===== config.mk =====
export PLATFORM = sky130hd
export DESIGN_NAME = aes_stream_top
export DESIGN_NICKNAME = d
export VERILOG_FILES = /design/src/rtl/aes_pkg.sv /design/src/rtl/aes_axi_stream_master.sv /design/src/rtl/aes_stream_top.sv /design/src/rtl/aes_whitening_ctrl.sv /design/src/rtl/axis_block_packer.sv /design/src/rtl/block_fifo.sv
export SDC_FILE = /design/constraint.sdc
export NUM_CORES = 2
export LEC_CHECK = 0
export ABC_AREA = 0
export BUFFER_PORTS_ARGS = -buffer_cell sky130_fd_sc_hd__buf_2
export CORE_AREA = 4 4 483 366
export CTS_BUF_LIST = sky130_fd_sc_hd__clkbuf_8
export CTS_CLUSTER_SIZE = 20
export DETAILED_ROUTE_END_ITERATION = 6
export DIE_AREA = 0 0 487 370
export MAX_ROUTING_LAYER = met4
export PLACE_DENSITY = 0.59
export SETUP_SLACK_MARGIN = 0.4
export SYNTH_ARGS = -nofsm -noshare
export SYNTH_HDL_FRONTEND = slang
export SYNTH_SLANG_ARGS = --single-unit
export TNS_END_PERCENT = 1

===== constraint.sdc =====
create_clock -name m00_axis_aclk -period 12.84 [get_ports m00_axis_aclk]
set_clock_uncertainty 0.15 [all_clocks]
set_input_delay 2.568 -clock m00_axis_aclk [delete_from_list [all_inputs] [get_ports m00_axis_aclk]]
set_output_delay 2.568 -clock m00_axis_aclk [all_outputs]
set_load 0.1 [all_outputs]

===== src/rtl/aes_pkg.sv =====
// AES stream package with the word and block widths and the shared block types
package aes_pkg;

	parameter int word_s = 32; // Bits per stream word
	parameter int nb     = 4;  // Words per AES block

	typedef logic [word_s-1:0] word_t;

	// Word 0 sits in the low 32 bits
	typedef logic [nb*word_s-1:0] block_t;

	typedef struct packed {
		logic   last; // Final block of a frame
		block_t blk;
	} tagged_block_t;

endpackage


===== src/rtl/aes_axi_stream_master.sv =====
// AXI-Stream master, buffers whitened blocks and streams them out word by word
`timescale 1ns/1ns

module aes_axi_stream_master
	import aes_pkg::*;
#(
	parameter int out_depth = 8
) (
	input  logic                  m00_axis_aclk,
	input  logic                  rst,
	input  logic                  blk_valid,
	input  block_t                blk_data,
	output logic                  credit_return,
	input  logic                  processing_done,
	output logic                  m00_axis_tvalid,
	output word_t                 m00_axis_tdata,
	output logic [word_s/8-1:0]   m00_axis_tstrb,
	output logic                  m00_axis_tlast,
	input  logic                  m00_axis_tready,
	output logic                  axis_master_done
);

	localparam int wcw = $clog2(nb);

	logic           fifo_rd_valid;
	logic           fifo_empty;
	block_t         fifo_rd_data;
	logic           pop;
	logic           xfer;
	logic           last_word;
	logic           done_seen; // Controller has written the final block
	logic [wcw-1:0] word_cnt;
	block_t         blk_q;

	// Credits keep the controller from overrunning, so wr_ready is not needed
	block_fifo #(
		.payload_t(block_t),
		.depth(out_depth)
	) out_fifo_inst (
		.m00_axis_aclk(m00_axis_aclk),
		.rst(rst),
		.wr_valid(blk_valid),
		.wr_ready(),
		.wr_data(blk_data),
		.rd_valid(fifo_rd_valid),
		.rd_ready(pop),
		.rd_data(fifo_rd_data),
		.full(),
		.empty(fifo_empty)
	);

	assign pop       = fifo_rd_valid && !m00_axis_tvalid; // Only between blocks
	assign xfer      = m00_axis_tvalid && m00_axis_tready;
	assign last_word = (word_cnt == wcw'(nb - 1));

	assign m00_axis_tdata = blk_q[word_cnt*word_s +: word_s]; // Low word first
	assign m00_axis_tstrb = '1;
	assign m00_axis_tlast = m00_axis_tvalid && last_word && done_seen && fifo_empty;

	always_ff @(posedge m00_axis_aclk) begin
		if (rst) begin
			m00_axis_tvalid  <= 1'b0;
			word_cnt         <= '0;
			done_seen        <= 1'b0;
			credit_return    <= 1'b0;
			axis_master_done <= 1'b0;
		end else begin
			credit_return    <= pop; // One credit back per popped block
			axis_master_done <= xfer && m00_axis_tlast;
			if (pop) begin
				m00_axis_tvalid <= 1'b1;
			end else if (xfer && last_word) begin
				m00_axis_tvalid <= 1'b0;
			end
			if (xfer) begin
				word_cnt <= word_cnt + 1'b1;
			end
			// A new frame's flag wins over the clear
			if (processing_done) begin
				done_seen <= 1'b1;
			end else if (xfer && m00_axis_tlast) begin
				done_seen <= 1'b0;
			end
		end
	end

	always_ff @(posedge m00_axis_aclk) begin
		if (pop) begin
			blk_q <= fifo_rd_data;
		end
	end

endmodule


===== src/rtl/aes_stream_top.sv =====
// AES whitening stream top, joins packer, input FIFO, controller and master
`timescale 1ns/1ns

module aes_stream_top
	import aes_pkg::*;
#(
	parameter int in_depth  = 4,
	parameter int out_depth = 8
) (
	input  logic                m00_axis_aclk,
	input  logic                rst,
	input  logic                s_axis_tvalid,
	input  word_t               s_axis_tdata,
	input  logic                s_axis_tlast,
	output logic                s_axis_tready,
	output logic                m00_axis_tvalid,
	output word_t               m00_axis_tdata,
	output logic [word_s/8-1:0] m00_axis_tstrb,
	output logic                m00_axis_tlast,
	input  logic                m00_axis_tready,
	input  block_t              key,
	output logic                axis_master_done
);

	logic          pk_valid;
	logic          pk_ready;
	tagged_block_t pk_data;
	logic          in_valid;
	logic          in_ready;
	tagged_block_t in_data;
	logic          blk_valid;
	block_t        blk_data;
	logic          credit_return;
	logic          processing_done;

	axis_block_packer packer_inst (
		.m00_axis_aclk(m00_axis_aclk),
		.rst(rst),
		.s_axis_tvalid(s_axis_tvalid),
		.s_axis_tdata(s_axis_tdata),
		.s_axis_tlast(s_axis_tlast),
		.s_axis_tready(s_axis_tready),
		.blk_valid(pk_valid),
		.blk_ready(pk_ready),
		.blk_data(pk_data)
	);

	block_fifo #(
		.payload_t(tagged_block_t),
		.depth(in_depth)
	) in_fifo_inst (
		.m00_axis_aclk(m00_axis_aclk),
		.rst(rst),
		.wr_valid(pk_valid),
		.wr_ready(pk_ready),
		.wr_data(pk_data),
		.rd_valid(in_valid),
		.rd_ready(in_ready),
		.rd_data(in_data),
		.full(),
		.empty()
	);

	aes_whitening_ctrl #(
		.out_depth(out_depth)
	) ctrl_inst (
		.m00_axis_aclk(m00_axis_aclk),
		.rst(rst),
		.key(key),
		.in_valid(in_valid),
		.in_ready(in_ready),
		.in_data(in_data),
		.blk_valid(blk_valid),
		.blk_data(blk_data),
		.credit_return(credit_return),
		.processing_done(processing_done)
	);

	aes_axi_stream_master #(
		.out_depth(out_depth)
	) master_inst (
		.m00_axis_aclk(m00_axis_aclk),
		.rst(rst),
		.blk_valid(blk_valid),
		.blk_data(blk_data),
		.credit_return(credit_return),
		.processing_done(processing_done),
		.m00_axis_tvalid(m00_axis_tvalid),
		.m00_axis_tdata(m00_axis_tdata),
		.m00_axis_tstrb(m00_axis_tstrb),
		.m00_axis_tlast(m00_axis_tlast),
		.m00_axis_tready(m00_axis_tready),
		.axis_master_done(axis_master_done)
	);

endmodule


===== src/rtl/aes_whitening_ctrl.sv =====
// Whitening controller, XORs each block with the key and forwards it under credits
`timescale 1ns/1ns

module aes_whitening_ctrl
	import aes_pkg::*;
#(
	parameter int out_depth = 8
) (
	input  logic          m00_axis_aclk,
	input  logic          rst,
	input  block_t        key,
	input  logic          in_valid,
	output logic          in_ready,
	input  tagged_block_t in_data,
	output logic          blk_valid,
	output block_t        blk_data,
	input  logic          credit_return,
	output logic          processing_done
);

	localparam int cw = $clog2(out_depth + 1);

	logic [cw-1:0] credit_cnt; // Free slots in the output FIFO
	logic          pop;

	// A credit is spent at the pop, the write follows one cycle later
	assign in_ready = (credit_cnt != '0);
	assign pop      = in_valid && in_ready;

	always_ff @(posedge m00_axis_aclk) begin
		if (rst) begin
			credit_cnt      <= cw'(out_depth);
			blk_valid       <= 1'b0;
			processing_done <= 1'b0;
		end else begin
			credit_cnt      <= credit_cnt + cw'(credit_return) - cw'(pop);
			blk_valid       <= pop;
			processing_done <= pop && in_data.last; // Marks the frame's final block
		end
	end

	// AddRoundKey with the whitening key
	always_ff @(posedge m00_axis_aclk) begin
		if (pop) begin
			blk_data <= in_data.blk ^ key;
		end
	end

endmodule


===== src/rtl/axis_block_packer.sv =====
// AXI-Stream slave that packs four stream words into one tagged AES block
`timescale 1ns/1ns

module axis_block_packer
	import aes_pkg::*;
(
	input  logic          m00_axis_aclk,
	input  logic          rst,
	input  logic          s_axis_tvalid,
	input  word_t         s_axis_tdata,
	input  logic          s_axis_tlast,
	output logic          s_axis_tready,
	output logic          blk_valid,
	input  logic          blk_ready,
	output tagged_block_t blk_data
);

	localparam int wcw = $clog2(nb);

	logic [wcw-1:0] word_cnt;
	logic           pending;  // Full block waiting for the FIFO
	logic           ready_en; // Holds tready low through reset
	logic           beat;
	logic           last_slot;
	tagged_block_t  blk_q;

	assign s_axis_tready = ready_en && (!pending || blk_ready);
	assign beat          = s_axis_tvalid && s_axis_tready;
	assign last_slot     = (word_cnt == wcw'(nb - 1));
	assign blk_valid     = pending;
	assign blk_data      = blk_q;

	always_ff @(posedge m00_axis_aclk) begin
		if (rst) begin
			word_cnt <= '0;
			pending  <= 1'b0;
			ready_en <= 1'b0;
		end else begin
			ready_en <= 1'b1;
			if (pending && blk_ready) begin
				pending <= 1'b0;
			end
			if (beat) begin
				word_cnt <= word_cnt + 1'b1;
				if (last_slot) begin
					pending <= 1'b1; // Fourth word completes the block
				end
			end
		end
	end

	// Old block leaves on the same edge that word 0 of the next one lands
	always_ff @(posedge m00_axis_aclk) begin
		if (beat) begin
			blk_q.blk[word_cnt*word_s +: word_s] <= s_axis_tdata;
			if (last_slot) begin
				blk_q.last <= s_axis_tlast;
			end
		end
	end

endmodule


===== src/rtl/block_fifo.sv =====
// Block FIFO, first-word-fall-through buffer with full and empty flags
`timescale 1ns/1ns

module block_fifo #(
	parameter type payload_t = logic,
	parameter int  depth     = 4
) (
	input  logic     m00_axis_aclk,
	input  logic     rst,
	input  logic     wr_valid,
	output logic     wr_ready,
	input  payload_t wr_data,
	output logic     rd_valid,
	input  logic     rd_ready,
	output payload_t rd_data,
	output logic     full,
	output logic     empty
);

	localparam int aw = (depth > 1) ? $clog2(depth) : 1;
	localparam int cw = $clog2(depth + 1);

	payload_t      mem [depth];
	logic [aw-1:0] wr_ptr;
	logic [aw-1:0] rd_ptr;
	logic [cw-1:0] count;
	logic          do_wr;
	logic          do_rd;

	// Wrap at depth, which need not be a power of two
	function automatic logic [aw-1:0] next_ptr(input logic [aw-1:0] ptr);
		if (ptr == aw'(depth - 1)) begin
			return '0;
		end
		return ptr + 1'b1;
	endfunction

	assign full     = (count == cw'(depth));
	assign empty    = (count == '0);
	assign wr_ready = !full || rd_ready; // A pop frees the slot in the same cycle
	assign rd_valid = !empty;
	assign rd_data  = mem[rd_ptr];       // Head entry shown without a read cycle
	assign do_wr    = wr_valid && wr_ready;
	assign do_rd    = rd_valid && rd_ready;

	always_ff @(posedge m00_axis_aclk) begin
		if (do_wr) begin
			mem[wr_ptr] <= wr_data;
		end
	end

	always_ff @(posedge m00_axis_aclk) begin
		if (rst) begin
			wr_ptr <= '0;
			rd_ptr <= '0;
			count  <= '0;
		end else begin
			if (do_wr) begin
				wr_ptr <= next_ptr(wr_ptr);
			end
			if (do_rd) begin
				rd_ptr <= next_ptr(rd_ptr);
			end
			case ({do_wr, do_rd})
				2'b10:   count <= count + 1'b1;
				2'b01:   count <= count - 1'b1;
				default: count <= count; // Idle or push and pop together
			endcase
		end
	end

endmodule


==> impl_metrics.py <==
metrics = {
    "floorplanning": {
        "core_um2": 172000,
        "num_rows": 132,
        "die_area_um2": 180000,
        "fp.dieW_um": 487,
        "initial_core_util": 0.428,
        "ios": 205,
        "die_h_um": 370,
    },
    "detailed_routing": {
        "wl_met2_mm": 82.2,
        "firstDrtPassIters": 5,
        "vias_per_cell": 5.42,
        "wirelength_mm": 177,
        "met1Wirelength_mm": 78.8,
        "top_layer": "met4",
        "final_antenna_net_count": 0,
        "post_drt_wl_per_cell_um": 29.6,
        "vias": 32500,
        "remaining_drc_errors": 0,
        "drt_iter0_drc": 3562,
        "wl_met3_mm": 13.0,
    },
    "logic_synthesis": {
        "yosys-top-cells-area": "edfxtp_1 79%, mux4_2 9.7%, mux4_1 3.6%, mux2_2 2.0%, xor2_1 1.6%",
        "synth.distinct_cells": 43,
        "synth_ff_type": "edfxtp_1",
        "syn_inst": 3067,
        "synth-edff-count": 1925,
        "synthArstFlopShare": 0,
        "yosysWarnings": 0,
        "netlist_area_um2": 73600,
        "synth_top_area_frac": 0.786,
        "ys_ff_latch": 1960,
        "ys_seq_area_frac": 0.795,
        "syn_avg_cell_area_um2": 24.0,
        "synth.largest_area_cell": "edfxtp_1",
    },
    "critical_path": {
        "worstPathArrival_ps": 2980,
        "setup.worst_path.start": "master_inst.word_cnt[0]",
        "worstReg2RegStart": "master_inst.out_fifo_inst.rd_ptr[0]",
        "cp-end-kind": "output port",
        "critPathRequiredTime_ps": 10120,
        "critPathKind": "reg2out",
        "crit_fanout": 34,
        "critPathLaunchType": "flop",
    },
    "global_route": {
        "antenna_found_initial": 35,
        "grt_pass1_vias": 32600,
        "grt_usage": 0.204,
        "grt_max_degree": 128,
        "grt_overflow": 0,
        "grt_pass1_wl_mm": 251,
    },
    "clock_network": {
        "htreeDepth": 5,
        "clock_latency_ps": 990,
        "cts_buffer_depth": 4,
        "post_cts_buffers": 0,
        "cts_tree": "yes",
        "hold_buffers": 0,
        "cts_buffers": 309,
        "cts_resized": 0,
        "cts.reportedPaths.clkPinSlew_ps": 60,
        "clkSinkCount": 1960,
        "cts_root_buf": "clkbuf_8",
    },
    "timing": {
        "hold_violations": 0,
        "tightest_slew_ps": 1190,
        "period_needed_ps": 5700,
        "fmax_ghz": 0.175,
        "setup_viol": 0,
        "tns_ps": 0,
        "fin_ws_ps": 7140,
        "final_max_slew_viol_count": 0,
        "finalCritPeriodShare": 0.444,
        "rsz0062_at_grt": "no",
        "relSlewSlack": 0.205,
    },
    "place": {
        "dp_slack_ps": 7950,
        "place.gp.congestion": 0.750,
        "dpl_cell_area_um2": 77300,
        "port_buffers": 200,
        "hpwlAfterDp_mm": 106,
        "place_inst": 5471,
    },
    "final_layout": {
        "final_layout_size_suffix_gt1_frac": 0.294,
        "final_nets": 3696,
        "layoutNonFillerInstCount": 5992,
        "area_growth_pct": 12.3,
        "finalInstanceArea_um2": 82600,
    },
    "min_path": {
        "min_path_type": "reg2reg",
        "hold_start": "packer_inst.blk_data[17]",
    },
    "pwr": {
        "ir_worst_vdd_mv": 0.137,
        "power_mw": 17.2,
        "p_leak_nw": 26.4,
        "power_density_nw_per_um2": 209,
    },
    "status": {
        "outcome": "completed",
    },
    "run": {
        "cap_viol_max_count": 0,
    },
}
## flip-flops by register name, indices dropped and copies added, names as in the netlist, 3 cells and up, named ones only
register / flops
ctrl_inst.credit_cnt: 4
in_fifo_inst.mem: 516
packer_inst.blk_data: 129
master_inst.out_fifo_inst.count: 4
master_inst.out_fifo_inst.rd_ptr: 3
ctrl_inst.blk_data: 128
master_inst.out_fifo_inst.mem: 1024
in_fifo_inst.count: 3
master_inst.out_fifo_inst.wr_ptr: 3
master_inst.blk_q: 128
## Yosys cell counts (all sizes together) (2+ instances only)
master     n
or3        3
and2     138
nor3b      4
mux2     128
inv       18
xor2     135
dfxtp     35
mux2i      6
mux4     417
edfxtp  1925
nand3      4
nor2b      3
xnor2      2
a21oi     14
clkbuf    50
nor4       2
nand2     14
nand2b     3
fa         2
o21ai      8
nand4      3
nor3       9
ha        25
nor2      26
buf       81
## stage by stage
stage           util  hold slack, ps
4_1_cts        0.480             314
3_5_place_dp   0.449             305
2_1_floorplan      -             263
3_3_place_gp   0.449             308
6_report       0.480             312
5_1_grt        0.480             330
## worst max-delay path, cell delays in order, from the launching register on
cell and delay (ps):
dfxtp_4 970, mux4_2 670, buf_2 330
## cells by family after synthesis
group / count (synthesis) / synth area share
flops: 1960 / 0.795
mux: 551 / 0.153
simple gates: 215 / 0.0170
buf+inv: 149 / 0.0111
xor+xnor: 137 / 0.0163
fa+ha+maj: 27 / 0.00480
compound gates: 27 / 0.00204
other cells: 1 / 0.0000510
## routing by layer
| metal | vias up | GRT usage |
|---|---|---|
| li1 | 13700 | - |
| met1 | 17300 | 0.296 |
| met2 | 1254 | 0.299 |
| met3 | 252 | 0.0393 |
| met4 | 0 | 0.0507 |
| met5 | - | - |
## placed cells by master, fill, tap and decap left out, types with 28 or more instances in the layout
master	count
dfxtp_1	28
mux2_2	128
mux4_1	101
clkinv_1	53
buf_2	200
edfxtp_1	1925
buf_4	49
and2_1	130
mux4_2	316
xor2_1	135
clkbuf_8	318
inv_1	112
## report_power, final
group,total (mW),internal (mW),switching (mW)
Clock,4.69,2.38,2.31
Combinational,3.46,1.27,2.19
Sequential,9.08,8.43,0.656
## cell type report
cell class,count,area [um^2]
Sequential cell,1960,58500
Multi-Input combinational cell,961,14400
Antenna cell,18,45.0
Fill cell,13900,89300
Timing Repair Buffer,254,1470
Inverter,18,67.6
Clock buffer,318,4380
Clock inverter,185,893
Tap cell,2278,2850
## path summary, 6_finish.rpt
check / slack (ps) / depth (start not counted) / to
worst max-delay path: 7140 / 2 / m00_axis_tdata[30]
worst min-delay path: 310 / 0 / in_fifo_inst.mem[2][17]
worst max register to register: 8850 / 4 / master_inst.blk_q[102]
worst min register to register: 310 / 0 / in_fifo_inst.mem[2][17]
No activity file was read; power rests on OpenSTA's default activity.
